--- src/design/tilemap_pkg.sv ---
// Shared geometry, register map and bus/stream structs; every RTL block imports it in its header
package tilemap_pkg;

    // Raster geometry in pixels and lines
    localparam int H_TOTAL  = 80;
    localparam int V_TOTAL  = 20;
    localparam int H_ACTIVE = 64;   // Visible pixels per line
    localparam int V_ACTIVE = 16;   // Visible lines per frame

    localparam int X_BITS = 7;      // Enough for H_TOTAL-1
    localparam int Y_BITS = 5;      // Enough for V_TOTAL-1

    // A page is 32x32 tiles of 8x8 pixels, so 256x256 pixels
    localparam int PAGE_TILES = 32;
    localparam int PAGE_WORDS = 1024;
    localparam int RAM_WORDS  = 4096;   // Four pages fill the tilemap RAM

    // Byte offsets inside the char window (address bits 11:9 all ones)
    localparam logic [8:0] REG_S1_PAGES_FLIP = 9'h08e;
    localparam logic [8:0] REG_S1_PAGES_NOFL = 9'h09e;
    localparam logic [8:0] REG_S2_PAGES_FLIP = 9'h08c;
    localparam logic [8:0] REG_S2_PAGES_NOFL = 9'h09c;
    localparam logic [8:0] REG_S1_VPOS       = 9'h124;
    localparam logic [8:0] REG_S2_VPOS       = 9'h126;
    localparam logic [8:0] REG_S1_HPOS       = 9'h1f8;
    localparam logic [8:0] REG_S2_HPOS       = 9'h1fa;

    // One CPU write cycle, word addressed like the 68000 bus
    typedef struct packed {
        logic [12:1] addr;
        logic [15:0] data;
        logic [1:0]  dsn;   // Active low, bit 1 is the upper byte
    } cpu_wr_t;

    // Scroll state of one layer as seen by the address path
    typedef struct packed {
        logic [15:0] hpos;
        logic [15:0] vpos;
        logic [15:0] pages;  // Four nibbles, one per quadrant
    } layer_cfg_t;

    typedef struct packed {
        logic [X_BITS-1:0] x;
        logic [Y_BITS-1:0] y;
        logic              active;
        logic              slot;   // 0 serves layer 1, 1 serves layer 2
    } raster_t;

    typedef struct packed {
        logic              layer;
        logic [X_BITS-1:0] x;
        logic [Y_BITS-1:0] y;
        logic [15:0]       word;
    } tile_out_t;

endpackage

--- src/design/raster_counter.sv ---
// Beam position generator; every pixel spends one clock on each layer before x advances
module raster_counter import tilemap_pkg::*; (
    input  logic    clk,
    input  logic    rst,
    output raster_t pos
);

    logic [X_BITS-1:0] x;
    logic [Y_BITS-1:0] y;
    logic              slot;
    logic              x_end;   // Last pixel of the line
    logic              y_end;   // Last line of the frame

    assign x_end = (x == X_BITS'(H_TOTAL - 1));
    assign y_end = (y == Y_BITS'(V_TOTAL - 1));

    always_ff @(posedge clk or posedge rst) begin
        if (rst) begin
            slot <= 1'b0;
            x    <= '0;
            y    <= '0;
        end else begin
            slot <= ~slot;
            if (slot) begin                          // Move on once layer 2 had its turn
                if (x_end) begin
                    x <= '0;
                    y <= y_end ? '0 : y + 1'b1;
                end else begin
                    x <= x + 1'b1;
                end
            end
        end
    end

    always_comb begin
        pos.x      = x;
        pos.y      = y;
        pos.slot   = slot;
        pos.active = (x < X_BITS'(H_ACTIVE)) && (y < Y_BITS'(V_ACTIVE));
    end

endmodule

--- config.mk ---
export PLATFORM = sky130hd
export DESIGN_NAME = raster_counter
export DESIGN_NICKNAME = d
export VERILOG_FILES = /design/src/design/tilemap_pkg.sv /design/src/design/raster_counter.sv
export SDC_FILE = /design/constraint.sdc
export NUM_CORES = 1
export LEC_CHECK = 0
export ABC_AREA = 1
export BUFFER_PORTS_ARGS = -buffer_cell sky130_fd_sc_hd__buf_2
export CORE_MARGIN = 3
export CORE_UTILIZATION = 50
export CTS_BUF_LIST = sky130_fd_sc_hd__clkbuf_4 sky130_fd_sc_hd__clkbuf_8 sky130_fd_sc_hd__clkbuf_16
export CTS_CLUSTER_DIAMETER = 150
export DETAILED_ROUTE_END_ITERATION = 12
export GPL_ROUTABILITY_DRIVEN = 0
export HOLD_SLACK_MARGIN = 0.1
export PLACE_DENSITY = 0.75
export SLEW_MARGIN = 25
export SYNTH_ARGS = -nofsm -noshare
export SYNTH_HDL_FRONTEND = slang
export SYNTH_SLANG_ARGS = --single-unit
--- constraint.sdc ---
create_clock -name clk -period 1.6 [get_ports clk]
set_input_delay 0.32 -clock clk [delete_from_list [all_inputs] [get_ports clk]]
set_output_delay 0.32 -clock clk [all_outputs]
set_load 0.02 [all_outputs]
Word level (Yosys, flattened, before mapping)
Cells that the tools add are included.
{ "word_totals": {"output_inout_bits": 14, "input_bits": 2, "word_cells": 14, "register_bits": 13} }
{ "op_classes": {"n_eq_ne": 2, "n_mux": 2, "n_reduce_logical": 2, "add_sub_neg": 2, "n_lt_le_gt_ge": 2, "bitwise_logic": 1} }
{ "ops": {"columns": ["op", "n"], "rows": [
  ["7-bit by 1-bit adder with 7-bit output (second input constant)", 1],
  ["7-bit equality test (second input constant)", 1],
  ["7-bit less-than comparator (second input constant)", 1],
  ["7-bit 2-to-1 mux", 1],
  ["5-bit by 1-bit adder with 5-bit output (second input constant)", 1],
  ["5-bit equality test (second input constant)", 1],
  ["5-bit less-than comparator (second input constant)", 1],
  ["5-bit 2-to-1 mux", 1],
  ["2-bit AND reduction", 1],
  ["1-bit logical AND", 1],
  ["1-bit inverter", 1]
]} }

Logic depth before layout (Yosys ltp)
{ "logic_depth": {"word_depth": 2, "depth_mapped": 7, "ltp_nobuf": 7} }

Least setup slack after synthesis
Ideal clock, no wire load.
{ "synth_timing": {"path_kind": "reg2reg", "start": "register x[0]", "end": "register y[3]", "arrival_ps": 1263, "setup_slack_ps": 218, "path_stages_with_launch": 8, "path_buffers": 1, "synth_period_minus_slack_ps": 1382, "cell_sequence": "dfrtp_1 > ha_1 > nand2_2 > nor2_4 > nand3_2 > buf_6 > nand2_1 > o21ai_2"} }
{ "synth_via": {"elab_chain_len": 2} }
{ "synth_lines": {"columns": ["item", "line", "source"], "rows": [
  ["start, declared", "raster_counter.sv:8", "logic [X_BITS-1:0] x;"],
  ["start signal, assigned", "raster_counter.sv:29", "x <= x + 1'b1;"],
  ["7-bit equality test", "raster_counter.sv:14", "assign x_end = (x == X_BITS'(H_TOTAL - 1));"],
  ["2-bit AND reduction (no line)", null, null],
  ["end signal, assigned", "raster_counter.sv:27", "y <= y_end ? '0 : y + 1'b1;"],
  ["end, declared", "raster_counter.sv:9", "logic [Y_BITS-1:0] y;"]
]} }
No other way between the ends.
A chain may end at the register's enable or synchronous reset.

Final worst setup path
{ "layout_timing": {"start": "register x[0]", "end": "register y[1]"} }
Same word-level chain as after synthesis.

==> results.toml <==
[status]
status = "completed"

[logic_synthesis]
synth-compound-area-share = 0.0667
synth.distinct_cells = 20
syn_area_sq_um = 694
synth_warnings = 0
synthMuxAreaShare = 0.0144
ys_top_cells_by_count = "nand2_1 (23), dfrtp_1 (13), inv_1 (10)"
synthDominantCellAreaShare = 0.468
syn_avg_cell_area_sq_um = 8.27
yosysMostFrequentCell = "nand2_1"
synthAdderAreaFrac = 0.0360
synth.top_cells.by_area = "dfrtp_1 (47%), nand2_1 (12%), inv_1 (5.4%)"
yosysTopAreaCell = "dfrtp_1"
synthFlopType = "dfrtp_1"
syn_inst = 84
ys_seq_area_frac = 0.468
synth-seq-cells = 13
synth_edf_count = 0
async_flop_share = 1.00
synth_top_family_by_area = "simple AND/OR/NAND/NOR gates"
yosys.area_share.simple = 0.290
synth_fp_nets = 88
synth-xor-area-share = 0.0378

[power_and_ir_drop]
max-vdd-ir-drop_mv = 0.528
p_int_uw = 444
swShare = 0.203
switching_power_uw = 113
power.share.clock = 0.395
combinationalPowerShare = 0.017
power_uw = 558
leakage_nw = 0.447
p_per_area_nw_per_um2 = 693
seq_power_share = 0.589

[layout]
seqCellArea_sq_um = 325
drive_above_1_share = 0.257
multiInputGateArea_sq_um = 309
area_growth_pct = 15.9
num_antenna_cells = 0
fillCellCount = 105
fin_nets = 106
design_area_sq_um = 805

[worst_setup_path]
crit_type = "flip-flop to flip-flop"
reg2reg_from = "x[0]"
crit_fanout = 12
crit_start = "x[0]"
crit_arrival_ns = 1.64
start_kind = "flip-flop"
crit_path_end_kind = "flip-flop"
cp.required_ns = 1.82

[sta]
setup_viol = 0
final.setup.tns_ns = 0
rsz0062_at_grt = "no"
slew_headroom = 0.664
drv_slew = 0
fin_worst_skew_ns = 0.00279
fmax_ghz = 0.703
tightest_slew_ns = 0.503
fin_crit_sh = 0.890
hold_viol_final = 0
fin_crit_ns = 1.42

[floorplanning]
start_util = 0.578
dieArea_sq_um = 1870
fp.dieH_um = 43.3
core_area_sq_um = 1200
row_count = 12
die_w_um = 43.3
num_io_pins = 16

[clock_network]
root_buffer = "clkbuf_4"
cts.sinks = 13
cts_max_level = 1
cts_tree = "yes"
cts.clk_slew.worst_paths_ns = 0.08
numCtsBuffers = 3
clockBufferDepth = 2
insertion_delay_ns = 0.27

[route]
drt-wirelength-per-cell_um = 11.2
antenna_left = 0
wl_mm = 1.29
drt-vias-per-instance = 5.17
drt_iter0_drc = 14
dr_total_vias = 595
first_pass_iters = 4
drc = 0

[placement]
place_hpwl_um = 944
portBuffers = 15
placed_area_sq_um = 764

[grt]
grt_pass1_wl_mm = 2.15
antenna_found_initial = 0
grt_max_degree = 14
overflow = 0
grtUsageTotal = 0.155
grt_pass1_vias = 492

[worst_hold_path]
hold_path.startpoint = "x[2]"
hold_class = "flip-flop to flip-flop"

[run]
drv_cap = 0
[routing by layer]
metal / wire length (um) / up-vias / track usage
met3: 81 / 4 / 0.0381
met4: 32 / 0 / 0.0904
met1: 618 / 267 / 0.212
met2: 558 / 25 / 0.218
met5: 0 / - / 0
li1: - / 299 / -
[stage by stage]
stage / setup WS, ns / hold WS, ns / utilization / std cells
4_1_cts: 0.158 / 0.527 / 0.670 / 115
5_1_grt: 0.0214 / 0.587 / 0.670 / 115
2_1_floorplan: 0.218 / 0.197 / - / 84
6_report: 0.177 / 0.539 / 0.670 / 115
3_5_place_dp: 0.183 / 0.375 / 0.636 / 110
3_3_place_gp: 0.239 / 0.358 / 0.636 / 110
[power by group through the flow]
stage          logic [mW]  clock network [mW]  registers [mW]
2_1_floorplan     0.00500                   0           0.335
3_3_place_gp      0.00768                   0           0.335
3_5_place_dp      0.00813                   0           0.335
4_1_cts           0.00982               0.228           0.328
5_1_grt            0.0109               0.245           0.328
6_report          0.00931               0.220           0.328
[path summary, 6_finish.rpt]
| check | slack [ns] | to | cells after the start |
|---|---|---|---|
| max | 0.18 | y[1] | 7 |
| min | 0.54 | x[2] | 1 |
| max reg2reg | 0.18 | y[1] | 7 |
| min reg2reg | 0.54 | x[2] | 1 |
| max in group asynchronous | 0.66 | x[4] | 3 |
| min in group asynchronous | 0.61 | y[3] | 3 |
[cell usage in the layout, fill, tap and decap left out]
master	Yosys	routed
nor2_1	9	9
mux2i_1	1	1
nand4_1	2	2
clkbuf_4	0	4
o21ai_1	1	1
inv_1	10	10
or2_2	1	1
dfrtp_1	13	13
dlygate4sd3_1	0	1
nand2_1	23	23
nor2_4	1	1
nand2_2	1	1
xnor2_1	3	3
o21ai_2	3	3
o21ai_0	1	1
nand3_1	7	7
nand3_2	1	1
ha_1	2	2
buf_2	0	15
a21oi_1	2	2
[cell families (layout without fill, tap and decap cells)]
kind of cell	after synthesis	after routing
AND/OR/NAND/NOR	45	45
AO/OA/AOI/OAI	7	7
buffers and inverters	13	30
XOR/XNOR	3	3
flip-flops	13	13
multiplexers	1	1
adder cells (fa/ha/maj)	2	2
[final cells by class]
| class | count | area share |
|---|---|---|
| Timing Repair Buffer | 16 | 0.106 |
| Tap cell | 14 | 0.0218 |
| Inverter | 10 | 0.0467 |
| Multi-Input combinational cell | 58 | 0.384 |
| Clock buffer | 4 | 0.0373 |
| Sequential cell | 13 | 0.404 |
[sequential cells by signal, indices dropped and copies added (netlist names)]
| signal | flops |
|---|---|
| y | 5 |
| x | 7 |
| slot | 1 |
[what timing repair did]
action	in CTS	in global routing
gates resized for setup	0	0
hold buffers	1	0
setup buffers	0	0
hold endpoints to repair	13	0
[worst max-delay path, stage by stage, from the launching register on]
cell and delay, ns:
dfrtp_1 0.41, ha_1 0.18, nand2_2 0.09, nor2_4 0.16, nand3_2 0.22, inv_1 0.19, nand2_1 0.06, nand2_1 0.06
Note: power is estimated with default switching activity, not from simulation.
