## src/design/tilemap_pkg.sv

```systemverilog
// Shared geometry, register map and bus/stream structs; every RTL block imports it in its header
package tilemap_pkg;

    // Raster geometry in pixels and lines
    localparam int H_TOTAL  = 80;
    localparam int V_TOTAL  = 20;
    localparam int H_ACTIVE = 64;   // Visible pixels per line
    localparam int V_ACTIVE = 16;   // Visible lines per frame

    localparam int X_BITS = 7;      // Enough for H_TOTAL-1
    localparam int Y_BITS = 5;      // Enough for V_TOTAL-1

    // A page is 32x32 tiles of 8x8 pixels, so 256x256 pixels
    localparam int PAGE_TILES = 32;
    localparam int PAGE_WORDS = 1024;
    localparam int RAM_WORDS  = 4096;   // Four pages fill the tilemap RAM

    // Byte offsets inside the char window (address bits 11:9 all ones)
    localparam logic [8:0] REG_S1_PAGES_FLIP = 9'h08e;
    localparam logic [8:0] REG_S1_PAGES_NOFL = 9'h09e;
    localparam logic [8:0] REG_S2_PAGES_FLIP = 9'h08c;
    localparam logic [8:0] REG_S2_PAGES_NOFL = 9'h09c;
    localparam logic [8:0] REG_S1_VPOS       = 9'h124;
    localparam logic [8:0] REG_S2_VPOS       = 9'h126;
    localparam logic [8:0] REG_S1_HPOS       = 9'h1f8;
    localparam logic [8:0] REG_S2_HPOS       = 9'h1fa;

    // One CPU write cycle, word addressed like the 68000 bus
    typedef struct packed {
        logic [12:1] addr;
        logic [15:0] data;
        logic [1:0]  dsn;   // Active low, bit 1 is the upper byte
    } cpu_wr_t;

    // Scroll state of one layer as seen by the address path
    typedef struct packed {
        logic [15:0] hpos;
        logic [15:0] vpos;
        logic [15:0] pages;  // Four nibbles, one per quadrant
    } layer_cfg_t;

    typedef struct packed {
        logic [X_BITS-1:0] x;
        logic [Y_BITS-1:0] y;
        logic              active;
        logic              slot;   // 0 serves layer 1, 1 serves layer 2
    } raster_t;

    typedef struct packed {
        logic              layer;
        logic [X_BITS-1:0] x;
        logic [Y_BITS-1:0] y;
        logic [15:0]       word;
    } tile_out_t;

endpackage

```

## src/design/scroll_regs.sv

```systemverilog
// Scroll and page register window on the CPU bus; feeds the per-layer configuration to the address path
module scroll_regs import tilemap_pkg::*; (
    input  logic       clk,
    input  logic       rst,
    input  logic       flip,
    input  logic       char_cs,
    input  cpu_wr_t    wr,
    output layer_cfg_t cfg1,
    output layer_cfg_t cfg2
);

    logic [15:0] s1_pages_flip, s1_pages_nofl;
    logic [15:0] s2_pages_flip, s2_pages_nofl;
    logic [15:0] s1_hpos, s1_vpos;
    logic [15:0] s2_hpos, s2_vpos;
    logic [15:0] s1_pages, s2_pages;  // Page word picked by flip, one cycle behind
    logic        hit;                 // Write lands inside the register window
    logic [8:0]  offs;                // Byte offset within the window

    // Keep the old byte wherever its strobe is inactive
    function automatic logic [15:0] merge(input logic [15:0] old, input cpu_wr_t w);
        merge = {w.dsn[1] ? old[15:8] : w.data[15:8],
                 w.dsn[0] ? old[7:0]  : w.data[7:0]};
    endfunction

    assign hit  = char_cs && (wr.addr[11:9] == 3'b111) && (wr.dsn != 2'b11);
    assign offs = {wr.addr[8:1], 1'b0};   // Registers sit on even byte offsets

    always_ff @(posedge clk or posedge rst) begin
        if (rst) begin
            s1_pages_flip <= '0;
            s1_pages_nofl <= '0;
            s2_pages_flip <= '0;
            s2_pages_nofl <= '0;
            s1_hpos       <= '0;
            s1_vpos       <= '0;
            s2_hpos       <= '0;
            s2_vpos       <= '0;
        end else if (hit) begin
            case (offs)
                REG_S1_PAGES_FLIP: s1_pages_flip <= merge(s1_pages_flip, wr);
                REG_S1_PAGES_NOFL: s1_pages_nofl <= merge(s1_pages_nofl, wr);
                REG_S2_PAGES_FLIP: s2_pages_flip <= merge(s2_pages_flip, wr);
                REG_S2_PAGES_NOFL: s2_pages_nofl <= merge(s2_pages_nofl, wr);
                REG_S1_VPOS:       s1_vpos       <= merge(s1_vpos, wr);
                REG_S2_VPOS:       s2_vpos       <= merge(s2_vpos, wr);
                REG_S1_HPOS:       s1_hpos       <= merge(s1_hpos, wr);
                REG_S2_HPOS:       s2_hpos       <= merge(s2_hpos, wr);
                default: ;                                   // Other window offsets are ignored
            endcase
        end
    end

    // Flipped screens read the alternate page set
    always_ff @(posedge clk or posedge rst) begin
        if (rst) begin
            s1_pages <= '0;
            s2_pages <= '0;
        end else begin
            s1_pages <= flip ? s1_pages_flip : s1_pages_nofl;
            s2_pages <= flip ? s2_pages_flip : s2_pages_nofl;
        end
    end

    always_comb begin
        cfg1.hpos  = s1_hpos;   // Scroll values go out straight from the registers
        cfg1.vpos  = s1_vpos;
        cfg1.pages = s1_pages;
        cfg2.hpos  = s2_hpos;
        cfg2.vpos  = s2_vpos;
        cfg2.pages = s2_pages;
    end

endmodule

```

## config.mk

```make
export PLATFORM = sky130hd
export DESIGN_NAME = scroll_regs
export DESIGN_NICKNAME = d
export VERILOG_FILES = /design/src/design/tilemap_pkg.sv /design/src/design/scroll_regs.sv
export SDC_FILE = /design/constraint.sdc
export NUM_CORES = 1
export LEC_CHECK = 0
export ABC_CLOCK_PERIOD_IN_PS = 16660
export BUFFER_PORTS_ARGS = -buffer_cell sky130_fd_sc_hd__buf_2
export CORE_UTILIZATION = 58
export CTS_CLUSTER_DIAMETER = 30
export CTS_CLUSTER_SIZE = 40
export DETAILED_ROUTE_END_ITERATION = 8
export GPL_ROUTABILITY_DRIVEN = 0
export GPL_TIMING_DRIVEN = 0
export PLACE_DENSITY = 0.82
export RECOVER_POWER = 50
export SLEW_MARGIN = 20
export SYNTH_ARGS = -nofsm -noshare
export SYNTH_HDL_FRONTEND = slang
export SYNTH_SLANG_ARGS = --single-unit
```

## constraint.sdc

```tcl
create_clock -name clk -period 16.66 [get_ports clk]
set_input_delay 3.332 -clock clk [delete_from_list [all_inputs] [get_ports clk]]
set_output_delay 3.332 -clock clk [all_outputs]
set_load 0.02 [all_outputs]
```

# [After elaboration in Yosys (flattened, before gate mapping)]
# Cells that the tools add are included.
[op_classes] n_div=0 n_reduce_logical=18 n_eq_ne=10 magnitude_cmp=0 mux=2 mul=0 bitwise=2 shifts=0 n_addsub=0
[op_table] op="$reduce_and A3 Y1" n=16
[op_table] op="$eq A8 B7 Y1 const B" n=4
[op_table] op="$eq A8 B8 Y1 const B" n=4
[op_table] op="$mux W16" n=2
[op_table] op="$eq A3 B3 Y1 const B" n=1
[op_table] op="$logic_and A1 B1 Y1" n=2
[op_table] op="$ne A2 B2 Y1 const B" n=1
[op_table] op="$not A1 Y1" n=2
[word_totals] inputBits=34 mem_bits_rw=0 romBits=0 wordCells=50 mem_count=0 latch_bits=0 register_bits=160 out_inout_bits=96

# [Longest topological paths before layout]
[logic_depth] depth_word=4 depth_mapped=5 ltp_nobuf=3

# [Worst setup path before layout]
# No wires, ideal clock.
[synth_timing] path_type="input to register" from="in wr[20] (netlist name)" to="reg s1_vpos[0]" arrival_ns=4.621 required_ns=16.535 setup_time_ns=0.125 cell_stages=3 n_path_buf=0 path_slack_ns=11.915 path_cell_list="nand4b_1 nor4_4 mux2_2"
[synth_between] elab_chain_cells=2
[synth_rtl] item="from (decl)" line_no="scroll_regs.sv:7" source="input cpu_wr_t wr,"
[synth_rtl] item="$eq A8 B8 Y1" line_no="scroll_regs.sv:40" source="case (offs)"
[synth_rtl] item="$reduce_and A3 Y1 (no source line)"
[synth_rtl] item="to (signal assigned)" line_no="scroll_regs.sv:45" source="REG_S1_VPOS: s1_vpos <= merge(s1_vpos, wr);"
[synth_rtl] item="to (decl)" line_no="scroll_regs.sv:14" source="logic [15:0] s1_hpos, s1_vpos;"
# Every way passes these cells.
# A chain may end at the register's enable or synchronous reset.

==> results.txt <==
Post-Layout Cell Count: 658
Tmin final: 8.70 ns
Setup Crit Path Kind: in -> async
reg-to-reg slack, setup: 15.83 ns
CP arrival: 8.40 ns
fmax: 0.115 GHz
# diodes: 0
routed vias: 3606
Overflow after GRT: 0
FP Rows: 37
max-slew violations: 163
drt pass-1 iters: 4
maximum vdd drop: 0.0604 mV
vias in the first global route: 3788
design area: 7550 um2
CP endpoint kind: asynchronous set/reset pin
layout cells sized above 1: 0.602
largest net degree at the start of global routing: 82
Fin. Hold Viols: 0
Worst Setup Start Kind: input pin
min-delay worst type: reg -> reg
antenna violations before repair: 0
reg-to-reg startpoint: s1_pages_flip[13]
max cap viols: 2
die height: 105 um
leakage: 0.00417 uW
Ports: 130
Synth Instances: 362
Seq/Total Area, Yosys: 0.651
starting density of the core: 0.596
residual DRC count: 0
Starting DRT DRC Count: 158
worst slew pin tran: 4.04 ns
Total Routed Length: 12.4 mm
H-Tree Depth: 4
Hold Crit Start: s2_vpos[7]
mean post-synth cell area: 17.0 um2
clk sinks: 160
CTS root buf: clkbuf_8
Min-Delay Endpoint: s2_vpos[7]
Post-Syn Nets: 396
full die area: 11000 um2
post-cts repair resize count: 0
outcome: finished, violations left
cells on worst reg2reg path: 1
DP Worst Slack: 11.47 ns
worst reg2reg path endpoint: s1_pages[13]
postcts setup bufs: 0
routed vias/inst: 5.48
mapped cell area: 6150 um2
pwr/cell area: 106 nW/um2
clock-pin slew on the worst setup and hold paths: 0.06 ns
total CTS buffers: 17
first-pass GRT wire length: 20.3 mm
synth warn: 0
Port-buffer cells: 127
placed inst area: 7000 um2
Clock Latency Late Sink: 0.53 ns
Max Root-Sink Buffers: 2
fin worst setup slack: 7.96 ns
hold path depth: 1
final setup vio count: 0
Die Width: 105 um
wire length per cell: 18.8 um
Area growth syn-to-layout: 22.6%
relative slew slack: -1.69
Total GRT Usage: 0.247
failing checks: max-capacitance violations, max-slew violations
Tcrit/Tclk final: 0.522
core area: 10300 um2
Synth cell types: 20
Setup TNS: 0 ns
synthesized flop and latch total: 160
dpl hpwl: 8.25 mm
CTS tree: yes
cts hold-fix bufs: 0
DRT antenna net count: 0
CP Max Fanout: 81
Req. time, crit path: 16.36 ns
Final Skew: 0.00563 ns
RSZ-0062 raised after global routing: no
fin nets: 543
Inst Count DP: 626
-- through the flow --
step	hold WS (ns)	utilization	total power (uW)
finish	0.499	0.731	804
floorplan	0.474	-	412
detailed placement	0.487	0.678	427
global placement	0.481	0.674	425
global route	0.511	0.731	827
CTS	0.501	0.735	810
-- kinds of logic after synthesis --
group,Yosys count,synth area share
multiplexers,160,0.293
flip-flops,160,0.651
AND/OR/NAND/NOR,31,0.0498
buffers and inverters,11,0.00691
-- metal layers --
metal  vias up  wire length [um]  GRT usage
li1       1634                 -          -
met1      1848              5440      0.334
met2       105              5980      0.386
met3        19               737     0.0711
met4         0               202     0.0845
met5         -                 0          0
-- placed cells by master, fill, tap and decap left out, types with 4 or more instances in the layout --
cell,synthesis,final
mux2_2,160,156
nor4_4,4,4
nand4_1,9,9
clkinvlp_4,0,4
mux2_1,0,4
nand4b_1,4,4
buf_2,1,118
clkbuf_1,6,22
clkbuf_16,0,16
dfrtp_1,160,160
-- cell type report --
class	count	area, um2
multi-input combinational	191	2110
clock inverter	12	160
inverter	1	5.00
tap	136	170
clock buffer	20	435
fill	639	2780
sequential	160	4000
timing repair buffer	128	628
buffer	10	37.5
-- where the power goes --
| group | switching, uW | total [uW] | internal (uW) |
|---|---|---|---|
| registers | 0.749 | 391 | 390 |
| logic | 20.1 | 27.6 | 7.50 |
| clock network | 152 | 385 | 233 |
-- synthesized netlist by cell type, drive strengths merged --
| library cell | count | area, um2 |
|---|---|---|
| mux2 | 160 | 1800 |
| and4b | 2 | 20.0 |
| nor4 | 4 | 85.1 |
| nand4 | 9 | 56.3 |
| and2 | 1 | 6.26 |
| dfrtp | 160 | 4000 |
| clkbuf | 6 | 22.5 |
| buf | 4 | 16.3 |
| nor2b | 1 | 6.26 |
| nand4b | 4 | 35.0 |
| and3b | 2 | 20.0 |
| or4b | 1 | 13.8 |
| and4 | 2 | 18.8 |
| nor4b | 1 | 8.76 |
| nor3b | 2 | 15.0 |
| inv | 1 | 3.75 |
| or4 | 1 | 11.3 |
| nor4bb | 1 | 10.0 |
-- worst max-delay path by stage --
| stage | start | to | slack (ns) | depth (start not counted) |
|---|---|---|---|---|
| after detailed placement | wr[23] | s1_pages_flip[9] | 11.47 | 5 |
| after global routing | rst | s1_pages_nofl[2] | 6.68 | 3 |
| after floorplan | rst | s1_hpos[0] | 9.01 | 1 |
| after CTS | wr[23] | s1_pages_flip[14] | 12.01 | 5 |
| after global placement | rst | s1_vpos[2] | 7.67 | 2 |
| final | rst | s2_hpos[0] | 7.96 | 3 |
-- critical path, stage by stage --
cell and delay (ns):
buf_2 0.10, clkinvlp_2 1.94, clkbuf_1 2.97
-- registers in the layout, indices dropped and copies added, names as in the netlist --
| signal | flops |
|---|---|
| s1_pages_nofl | 16 |
| s2_pages_flip | 16 |
| s1_hpos | 16 |
| s1_pages_flip | 16 |
| s2_pages_nofl | 16 |
| s2_hpos | 16 |
| s2_pages | 16 |
| s2_vpos | 16 |
| s1_vpos | 16 |
| s1_pages | 16 |
No activity file was read; power rests on OpenSTA's default activity.
