$ cat src/design/tilemap_pkg.sv
// Shared geometry, register map and bus/stream structs; every RTL block imports it in its header
package tilemap_pkg;

    // Raster geometry in pixels and lines
    localparam int H_TOTAL  = 80;
    localparam int V_TOTAL  = 20;
    localparam int H_ACTIVE = 64;   // Visible pixels per line
    localparam int V_ACTIVE = 16;   // Visible lines per frame

    localparam int X_BITS = 7;      // Enough for H_TOTAL-1
    localparam int Y_BITS = 5;      // Enough for V_TOTAL-1

    // A page is 32x32 tiles of 8x8 pixels, so 256x256 pixels
    localparam int PAGE_TILES = 32;
    localparam int PAGE_WORDS = 1024;
    localparam int RAM_WORDS  = 4096;   // Four pages fill the tilemap RAM

    // Byte offsets inside the char window (address bits 11:9 all ones)
    localparam logic [8:0] REG_S1_PAGES_FLIP = 9'h08e;
    localparam logic [8:0] REG_S1_PAGES_NOFL = 9'h09e;
    localparam logic [8:0] REG_S2_PAGES_FLIP = 9'h08c;
    localparam logic [8:0] REG_S2_PAGES_NOFL = 9'h09c;
    localparam logic [8:0] REG_S1_VPOS       = 9'h124;
    localparam logic [8:0] REG_S2_VPOS       = 9'h126;
    localparam logic [8:0] REG_S1_HPOS       = 9'h1f8;
    localparam logic [8:0] REG_S2_HPOS       = 9'h1fa;

    // One CPU write cycle, word addressed like the 68000 bus
    typedef struct packed {
        logic [12:1] addr;
        logic [15:0] data;
        logic [1:0]  dsn;   // Active low, bit 1 is the upper byte
    } cpu_wr_t;

    // Scroll state of one layer as seen by the address path
    typedef struct packed {
        logic [15:0] hpos;
        logic [15:0] vpos;
        logic [15:0] pages;  // Four nibbles, one per quadrant
    } layer_cfg_t;

    typedef struct packed {
        logic [X_BITS-1:0] x;
        logic [Y_BITS-1:0] y;
        logic              active;
        logic              slot;   // 0 serves layer 1, 1 serves layer 2
    } raster_t;

    typedef struct packed {
        logic              layer;
        logic [X_BITS-1:0] x;
        logic [Y_BITS-1:0] y;
        logic [15:0]       word;
    } tile_out_t;

endpackage

$ cat src/design/tile_fetch.sv
// Shares the RAM read port between both layers and tags each returned word with its layer and pixel
module tile_fetch import tilemap_pkg::*; (
    input  logic        clk,
    input  logic        rst,
    input  raster_t     pos,
    input  logic [11:0] addr1,
    input  logic [11:0] addr2,
    input  logic [15:0] rd_data,
    output logic [11:0] rd_addr,
    output logic        tile_valid,
    output tile_out_t   tile
);

    raster_t s1;   // Sample whose address is being read this cycle
    raster_t s2;   // Sample whose RAM data is arriving this cycle

    // The layer addresses lag the raster by one clock, so s1 says whose turn it is
    assign rd_addr = s1.slot ? addr2 : addr1;

    always_ff @(posedge clk or posedge rst) begin
        if (rst) begin
            s1         <= '0;
            s2         <= '0;
            tile_valid <= 1'b0;
        end else begin
            s1         <= pos;
            s2         <= s1;
            tile_valid <= s2.active;   // Three clocks after the raster sample
        end
    end

    // Payload follows the same timing as tile_valid
    always_ff @(posedge clk) begin
        tile.layer <= s2.slot;
        tile.x     <= s2.x;
        tile.y     <= s2.y;
        tile.word  <= rd_data;
    end

endmodule

$ cat config.mk
export PLATFORM = sky130hd
export DESIGN_NAME = tile_fetch
export DESIGN_NICKNAME = d
export VERILOG_FILES = /design/src/design/tilemap_pkg.sv /design/src/design/tile_fetch.sv
export SDC_FILE = /design/constraint.sdc
export NUM_CORES = 1
export LEC_CHECK = 0
export BUFFER_PORTS_ARGS = -buffer_cell sky130_fd_sc_hd__buf_2
export CAP_MARGIN = 20
export CELL_PAD_IN_SITES_DETAIL_PLACEMENT = 1
export CELL_PAD_IN_SITES_GLOBAL_PLACEMENT = 1
export CORE_UTILIZATION = 31
export CTS_CLUSTER_SIZE = 10
export DETAILED_ROUTE_END_ITERATION = 10
export PLACE_DENSITY = 0.75
export RECOVER_POWER = 100
export SLEW_MARGIN = 20
export SYNTH_ARGS = -nofsm -noshare
export SYNTH_HDL_FRONTEND = slang
export SYNTH_SLANG_ARGS = --single-unit
$ cat constraint.sdc
create_clock -name clk -period 1.2 [get_ports clk]
set_input_delay 0.18 -clock clk [delete_from_list [all_inputs] [get_ports clk]]
set_output_delay 0.18 -clock clk [all_outputs]
set_load 0.01 [all_outputs]
Yosys cells after proc, flatten, opt, wreduce, memory -nomap -nowiden

Cells that the tools add are included.

Muxes and demuxes: 1

Operators with widths:

| operator | count |
|---|---|
| $mux 12  | 1 |

Bits in registers: 58
Logic and storage cells: 14
Input bits: 56
Output and inout port bits: 42

Longest topological paths before layout

Gate-level depths: netlist of the first run.

Depth in word-level cells: 1
Depth in mapped cells: 2
Mapped depth without buffers: 1

Least setup slack after synthesis of the first run

No wires, ideal clock.

Path type: register to output
From: reg s1[0] (netlist bit)
To: out rd_addr[0]
Slack: 146 ps
Data arrival time: 874 ps
Cell stages (with the launch flop): 3
Data required time: 1020 ps
Path buffers: 1
Cell sequence: dfrtp_1 > buf_6 > mux2_4

Word-level cells in the longest chain between the ends: 1

Ends and longest elaborated chain:

| what                   | RTL line         | source |
|---|---|---|
| from (decl)            | tile_fetch.sv:14 | `raster_t s1;` |
| from (signal assigned) | tile_fetch.sv:26 | `s1 <= pos;` |
| $mux 12                | tile_fetch.sv:18 | `assign rd_addr = s1.slot ? addr2 : addr1;` |
| to (decl)              | tile_fetch.sv:9  | `output logic [11:0] rd_addr,` |

No other way between the ends.

Worst setup path in the final report of the first run

From: reg s1[0] (netlist bit)
To: out rd_addr[8]

Same word-level chain as after synthesis.

==> impl_metrics.yaml, run 1 <==
status:
  status: "finished, violations left"
  violations: "negative setup slack"
timing:
  rsz0062_at_grt: "true"
  slew_violations: 0
  hold_viol: 0
  fin_crit_sh: 1.25
  setup_viol: 12
  fmax_mhz: 667
  tightest_slew_ns: 0.363
  period_needed_ns: 1.50
  relSlewSlack: 0.758
  fin_skew_ns: 0.00528
  worst_slack_ns: -0.300
finish:
  layout-drive-gt1-share: 0.567
  num_antenna_cells: 0
  nets: 268
  fin_cells: 269
  area_delta_synth_final_pct: 76.6
  fill_cells: 476
  finish.utilization: 0.586
power_and_ir_drop:
  p_per_area_nw_per_um2: 1580
  ir_drop_uv: 895
  design_power_total_mw: 4.18
  power.leakage_nw: 1.33
clock_tree:
  clockBufferDepth: 2
  cts_sinks: 58
  postCtsSetupBuffers: 0
  htree_levels: 3
  clk_latency_ns: 0.32
  cts_tree: "yes"
  clockRootBuffer: "clkbuf_8"
  clkTransAtPathRegs_ns: 0.06
  cts_inserted_buffers: 9
critical_path:
  critical_path_class: "flip-flop to primary output"
  critPathSlowestCell: "dfrtp_1"
  crit_required_ns: 1.02
  cpPeakStageDelay_ns: 0.40
  crit_fanout: 13
  cp_cell_sequence: "buf_12 > mux2_4 > buf_2"
  start_kind: "flip-flop"
  crit_arrival_ns: 1.32
  end_kind: "primary output"
synth:
  synth_nets: 128
  synth_seq_cells: 58
  yosysSeqAreaShare: 0.874
  synth.top_cell.area_share: 0.486
  synth_largest_area_cell: "dfrtp_1"
  syn-cell-area_um2: 1490
  synth_common_cells: "dfrtp_1 (29), dfxtp_1 (29), mux2_4 (10), mux2_2 (2)"
  synth_edf_count: 0
  ys.flop_type: "dfxtp_1"
  synthCells: 72
  ys_types: 6
  yosysWarnings: 0
  async_flop_share: 0.500
  ys_top_cells_by_area: "dfrtp_1 (49%), dfxtp_1 (39%), mux2_4 (10%)"
  syn_area_per_cell_um2: 20.7
global_routing:
  met3_usage: 0.0647
  use_met1: 0.142
  top_usage_layer: "met2"
  grt_use_total: 0.180
  grt_pass1_wl_um: 6220
  met2_usage: 0.350
  antenna_found_initial: 0
  grt_pass1_vias: 1288
  grt_max_degree: 30
  grt.overflow.total: 0
die:
  dieArea_um2: 5100
  start_util: 0.332
  die_x_um: 71.4
  core_area_um2: 4500
  ios: 98
  die_h_um: 71.4
  rows: 24
placed_design:
  port_buffers: 97
  place_inst: 222
  gp_congestion: 0.644
  dp_hpwl_um: 2630
route:
  drt_first_iter_violations: 26
  route.vias.total: 1121
  drc: 0
  drt_first_pass_iters: 6
  wl_um: 4280
  viasPerCell: 4.17
  antenna_left: 0
  wl_per_cell_um: 15.9
run:
  maxCapViolations: 0
worst_hold_path:
  hold_class: "flip-flop to flip-flop"
[cells in the final DEF, fill, tap and decap left out, drive strengths merged]
cell type / synthesis / routed
buf: 1 / 97
clkinvlp: 0 / 1
mux2: 12 / 12
dfrtp: 29 / 29
dfxtp: 29 / 29
dlygate4sd3: 0 / 31
inv: 1 / 1
clkbuf: 0 / 17
[where the power goes]
group	switching (mW)	internal (mW)	leakage [nW]
sequential	0.0257	2.04	0.583
clock	0.689	0.977	0.0960
combinational	0.174	0.271	0.647
total	0.888	3.29	1.33
[registers in the layout, summed over array words and instances (netlist names)]
name        flops
s1             14
tile           29
s2             14
tile_valid      1
[worst max-delay path, delay by kind of cell, from the launching register on]
kind | cells | cell delay, ns
buf+inv | 2 | 0.31
flops | 1 | 0.40
mux | 1 | 0.29
[cell families after synthesis]
family	after synthesis	share of synthesized area
DFF	58	0.874
muxes	12	0.116
buffers and inverters	2	0.0100
[metal layers]
metal  vias up  wire [um]  part of all wire
met3        10        141             0.033
met1       559       1310              0.31
met4         0        149             0.035
met2        43       2680              0.63
li1        509          -                 -
met5         -          0                 0
[final cells by class]
class	instances	area, um2	share of cell area
clock inverters	1	7.51	0.00284
multi-input cells	12	180	0.0683
clock buffers	15	186	0.0706
repair buffers	130	890	0.337
inverters	1	3.75	0.00142
flip-flops and latches	58	1310	0.495
well taps	52	65.1	0.0247
[path summary, 6_finish.rpt]
check | startpoint | to | slack, ns | cells after the start
hold reg to reg | s2[7]$_DFF_PP0_ | tile[21]$_DFF_P_ | 0.34 | 0
max in group asynchronous | rst | s2[0]$_DFF_PP0_ | 0.45 | 4
setup reg to reg | s1[0]$_DFF_PP0_ | s2[0]$_DFF_PP0_ | 0.52 | 1
hold / removal | s2[7]$_DFF_PP0_ | tile[21]$_DFF_P_ | 0.34 | 0
setup / recovery | s1[0]$_DFF_PP0_ | rd_addr[8] | -0.30 | 3
min in group asynchronous | rst | s1[1]$_DFF_PP0_ | 0.47 | 4
[stage by stage]
stage | setup TNS [ns] | worst slack, ns | cell area (um2) | hold slack, ns
after global placement | 0 | 0.0532 | 2060 | 0.255
after CTS | -3.72 | -0.328 | 2630 | 0.342
after floorplan | 0 | 0.146 | 1490 | 0.208
after global routing | -3.93 | -0.340 | 2640 | 0.350
final | -3.44 | -0.300 | 2640 | 0.343
after detailed placement | 0 | 0.0272 | 2060 | 0.275
[repair_timing]
action                     4_1_cts  5_1_grt
hold endpoints to repair        59        0
gates resized for setup         10        3
cloned                           0        0
pin swaps                        0        0
hold buffers                    31        0
setup endpoints to repair       12       12
(Power assumes the default switching activity.)
==> run 2, diff against run 1 <==
Settings changed: CELL_PAD_IN_SITES_DETAIL_PLACEMENT 1 to not set, CELL_PAD_IN_SITES_GLOBAL_PLACEMENT 1 to not set, CORE_UTILIZATION 31 to 40, PLACE_DENSITY 0.75 to 0.76, RECOVER_POWER 100 to not set.
==> run 2 against run 1 <==
Compared with the run above: the flow still finishes with violations (negative setup slack); flip-flop and latch count unchanged; fmax decreased by 0.45%; clock skew decreased by 0.0010 ns; hold slack got worse by 0.0062 ns; critical endpoint is now rd_addr[1]; register-to-register slack about the same; highest routed layer unchanged; largest cell class unchanged; setup slack got worse by 0.0068 ns; die area decreased by 22%; via count decreased by 2.7%.
==> impl_metrics.yaml, run 2 (synthesized netlist as in run 1, its figures left out) <==
status:
  status: "finished, violations left"
  violations: "negative setup slack"
power_and_ir_drop:
  pwr-share-seq: 0.492
  p_per_area_nw_per_um2: 1590
  pwr-share-comb: 0.105
  p_int_mw: 3.34
  p_sw_mw: 0.861
  power.leakage_nw: 1.34
  switching_share: 0.205
  p_clk_frac: 0.403
  ir_drop_uv: 1300
finish:
  final_area_um2: 2640
  final_cell_mix: "buf_2 (86), dlygate4sd3_1 (31), dfrtp_1 (29), dfxtp_1 (29), clkbuf_8 (14)"
  largest_reg_flops: 29
  area_delta_synth_final_pct: 76.8
  top_regs: "tile x29, s1 x14, s2 x14"
  finish.utilization: 0.762
  fin_cells: 263
  largest_register: "tile"
  layout-drive-gt1-share: 0.581
  num_antenna_cells: 0
  nets: 268
  layout_commonest_cell: "buf_2"
die:
  dieArea_um2: 3980
  rows: 21
  die_h_um: 63.1
  die_x_um: 63.1
  ios: 98
  core_area_um2: 3470
  start_util: 0.431
critical_path:
  crit_fanout: 13
  critical_path_class: "flip-flop to primary output"
  crit_arrival_ns: 1.33
  critPathSlowestCell: "dfrtp_1"
  cp_cell_sequence: "buf_12 > mux2_4 > buf_6"
  cpPeakStageDelay_ns: 0.40
  cp.depth: 3
  r2r_slack_ns: 0.52
  cp_top_family: "flip-flops"
  crit_required_ns: 1.02
  end_kind: "primary output"
  r2r_cells: 1
  cp_num_buf_inv: 2
  start_kind: "flip-flop"
timing:
  fin_skew_ns: 0.00428
  worst_slack_ns: -0.307
  period_needed_ns: 1.51
  hold_ws_ns: 0.336
  slew_violations: 0
  fin_crit_sh: 1.26
  rsz0062_at_grt: "true"
  setup_viol: 12
  tightest_slew_ns: 0.351
  relSlewSlack: 0.766
  hold_viol: 0
  fmax_mhz: 664
clock_tree:
  cts_sinks: 58
  cts_tree: "yes"
  cts_inserted_buffers: 9
  postCtsSetupBuffers: 0
  clockBufferDepth: 2
  clkTransAtPathRegs_ns: 0.06
  clockRootBuffer: "clkbuf_8"
  clk_latency_ns: 0.32
  htree_levels: 3
placed_design:
  place_inst: 216
  dpl_worst_slack_ns: 0.0161
  gp_congestion: 0.680
  placed_area_um2: 2050
  port_buffers: 97
route:
  viasPerCell: 4.15
  antenna_left: 0
  drc: 0
  wl_per_cell_um: 14.5
  wl_um: 3820
  route.vias.total: 1091
  drt_first_iter_violations: 18
  drt_first_pass_iters: 2
worst_hold_path:
  hold_class: "flip-flop to flip-flop"
  min_path_cells: 0
global_routing:
  grt_max_degree: 30
  grt.overflow.total: 0
  antenna_found_initial: 0
  grt_pass1_vias: 1189
  grt_pass1_wl_um: 5530
  grt_use_total: 0.198
run:
  maxCapViolations: 0
## run 2: routing by layer
| layer | wire length, um | part of all wire | global-route usage | up-vias |
|---|---|---|---|---|
| li1 | - | - | - | 509 |
| met3 | 196 | 0.051 | 0.101 | 12 |
| met1 | 1130 | 0.30 | 0.172 | 532 |
| met4 | 126 | 0.033 | 0.110 | 0 |
| met2 | 2360 | 0.62 | 0.358 | 38 |
| met5 | 0 | 0 | 0 | - |
## run 2: final timing paths
check	start	end
worst max-delay path	s1[0]$_DFF_PP0_	rd_addr[1]
worst min-delay path	s2[11]$_DFF_PP0_	tile[25]$_DFF_P_
worst max register to register	s1[0]$_DFF_PP0_	s2[0]$_DFF_PP0_
worst min register to register	s2[11]$_DFF_PP0_	tile[25]$_DFF_P_
max in group asynchronous	rst	s2[1]$_DFF_PP0_
min in group asynchronous	rst	s1[9]$_DFF_PP0_
## run 2: stage by stage
step / power [mW] / setup TNS (ns)
finish: 4.20 / -3.52
global route: 4.39 / -3.95
CTS: 4.23 / -3.72
detailed placement: 2.41 / 0
global placement: 2.40 / 0
floorplan: 2.23 / 0
## run 2: power groups by stage
stage          registers (mW)  clock network [mW]  logic, mW
2_1_floorplan            2.13                   0     0.0944
3_3_place_gp             2.10                   0      0.299
3_5_place_dp             2.10                   0      0.310
4_1_cts                  2.07                1.74      0.429
5_1_grt                  2.08                1.85      0.468
6_report                 2.07                1.70      0.441
## run 2: cell type report
type                    count  area, um2
fillers                   221        827
clock buffers              15        196
well taps                  46       57.6
inverters                   1       3.75
multi-input cells          12        180
clock inverters             1       5.00
flip-flops and latches     58       1310
repair buffers            130        892
## run 2: timing repair
| action | in CTS | in global routing |
|---|---|---|
| setup endpoints to repair | 12 | 12 |
| hold buffers | 31 | 0 |
| hold endpoints to repair | 59 | 0 |
| resized for setup | 12 | 1 |
==> run 3, diff against run 2 <==
Settings changed: CORE_UTILIZATION 40 to 36, PLACE_DENSITY 0.76 to 0.72.
Clock period 1.2 ns to 1.3 ns, I/O delays scaled along.
==> run 3 against run 2 <==
Compared with the run above: the run still ends with negative setup slack left; wire length fell by 11%; first-iteration DRC count increased by 22%; clock skew increased by 0.0017 ns; critical endpoint is now rd_addr[3]; setup slack better by 0.068 ns; flip-flop and latch count stayed put; sequential power shrank 8%; clock-buffer cell count shrank 3; highest routed layer unchanged; combinational power shrank 7.9%; final cell count is 2.7% higher.
==> impl_metrics.yaml, run 3 (synthesized netlist as in run 1, its figures left out) <==
status:
  status: "finished, violations left"
  violations: "negative setup slack"
critical_path:
  cpPeakStageDelay_ns: 0.44
  cp_num_buf_inv: 2
  end_kind: "primary output"
  crit_required_ns: 1.11
  cpMostUsedCell: "buf_6"
  start_kind: "flip-flop"
  crit_fanout: 6
  crit_arrival_ns: 1.34
  critical_path_class: "flip-flop to primary output"
  cp_cell_sequence: "buf_6 > mux2_4 > buf_6"
  cp_top_family: "flip-flops"
  critPathSlowestCell: "dfrtp_2"
placed_design:
  place_inst: 220
  placed_area_um2: 2050
  dpl_worst_slack_ns: 0.0501
  gp_congestion: 0.697
  dp_hpwl_um: 2040
  port_buffers: 97
route:
  drt_first_iter_violations: 22
  route.vias.total: 1076
  wl_um: 3410
  wl_per_cell_um: 12.6
  drc: 0
  drt_first_pass_iters: 4
  viasPerCell: 3.99
  antenna_left: 0
power_and_ir_drop:
  p_clk_frac: 0.413
  p_per_area_nw_per_um2: 1470
  switching_share: 0.207
  p_sw_mw: 0.815
  pwr-share-seq: 0.484
  power.leakage_nw: 1.35
  pwr-share-comb: 0.103
  design_power_total_mw: 3.94
  p_int_mw: 3.13
  ir_drop_uv: 1760
timing:
  period_needed_ns: 1.54
  tightest_slew_ns: 0.349
  worst_slack_ns: -0.239
  setup_viol: 12
  hold_ws_ns: 0.332
  rsz0062_at_grt: "true"
  relSlewSlack: 0.767
  setup_tns_ns: -2.65
  fmax_mhz: 650
  slew_violations: 0
  hold_viol: 0
  fin_skew_ns: 0.00599
  fin_crit_sh: 1.18
global_routing:
  grt.overflow.total: 0
  use_met1: 0.163
  met2_usage: 0.310
  grt_pass1_vias: 1125
  grt_use_total: 0.173
  antenna_found_initial: 0
  met3_usage: 0.0621
  grt_pass1_wl_um: 5040
  top_usage_layer: "met2"
  grt_max_degree: 30
clock_tree:
  cts_tree: "yes"
  cts_sinks: 58
  clkTransAtPathRegs_ns: 0.06
  clk_latency_ns: 0.32
  clockRootBuffer: "clkbuf_8"
  clockBufferDepth: 2
  cts_inserted_buffers: 9
  htree_levels: 3
die:
  die_x_um: 66.4
  die_h_um: 66.4
  rows: 23
  start_util: 0.373
  core_area_um2: 4000
  ios: 98
  dieArea_um2: 4410
finish:
  layout_commonest_cell: "buf_2"
  fill_cells: 296
  largest_reg_flops: 29
  num_antenna_cells: 0
  area_delta_synth_final_pct: 79.3
  finish.utilization: 0.670
  fin_cells: 270
  nets: 271
  largest_register: "tile"
  top_regs: "tile x29, s1 x14, s2 x14"
  layout-drive-gt1-share: 0.591
  final_area_um2: 2680
  final_cell_mix: "buf_2 (85), dlygate4sd3_1 (31), dfxtp_1 (29)"
run:
  maxCapViolations: 0
worst_hold_path:
  hold_class: "flip-flop to flip-flop"
## run 3: layout make-up
cell class	instances	area [um2]	area share
Clock buffer	12	155	0.0579
Clock inverter	4	50.0	0.0187
Inverter	1	3.75	0.00140
Multi-Input combinational cell	12	180	0.0673
Sequential cell	58	1310	0.488
Tap cell	50	62.6	0.0234
Timing Repair Buffer	133	920	0.343
## run 3: path summary, 6_finish.rpt
check	start	to	slack, ns	cells past startpoint
max	s1[0]$_DFF_PP0_	rd_addr[3]	-0.24	3
min	s2[4]$_DFF_PP0_	tile[18]$_DFF_P_	0.33	0
max reg2reg	s1[0]$_DFF_PP0_	s2[0]$_DFF_PP0_	0.61	1
min reg2reg	s2[4]$_DFF_PP0_	tile[18]$_DFF_P_	0.33	0
max in group asynchronous	rst	s1[0]$_DFF_PP0_	0.55	4
min in group asynchronous	rst	s2[8]$_DFF_PP0_	0.47	4
## run 3: timing repair
item | 4_1_cts | 5_1_grt
endpoints found under the setup margin | 12 | 12
setup buffers | 2 | 0
hold buffers | 31 | 0
gates resized for setup | 17 | 2
cloned | 1 | 0
hold endpoints to repair | 59 | 0
## run 3: power groups by stage
| stage | registers [mW] | clock network [mW] | logic [mW] |
|---|---|---|---|
| 2_1_floorplan | 1.97 | 0 | 0.0872 |
| 5_1_grt | 1.92 | 1.77 | 0.435 |
| 6_report | 1.91 | 1.63 | 0.406 |
| 3_3_place_gp | 1.94 | 0 | 0.274 |
| 3_5_place_dp | 1.94 | 0 | 0.278 |
| 4_1_cts | 1.91 | 1.68 | 0.403 |
## run 3: layer usage
layer | vias up | wire, um
met2 | 39 | 2080
li1 | 517 | -
met4 | 0 | 58
met1 | 514 | 1140
met5 | - | 0
met3 | 6 | 137
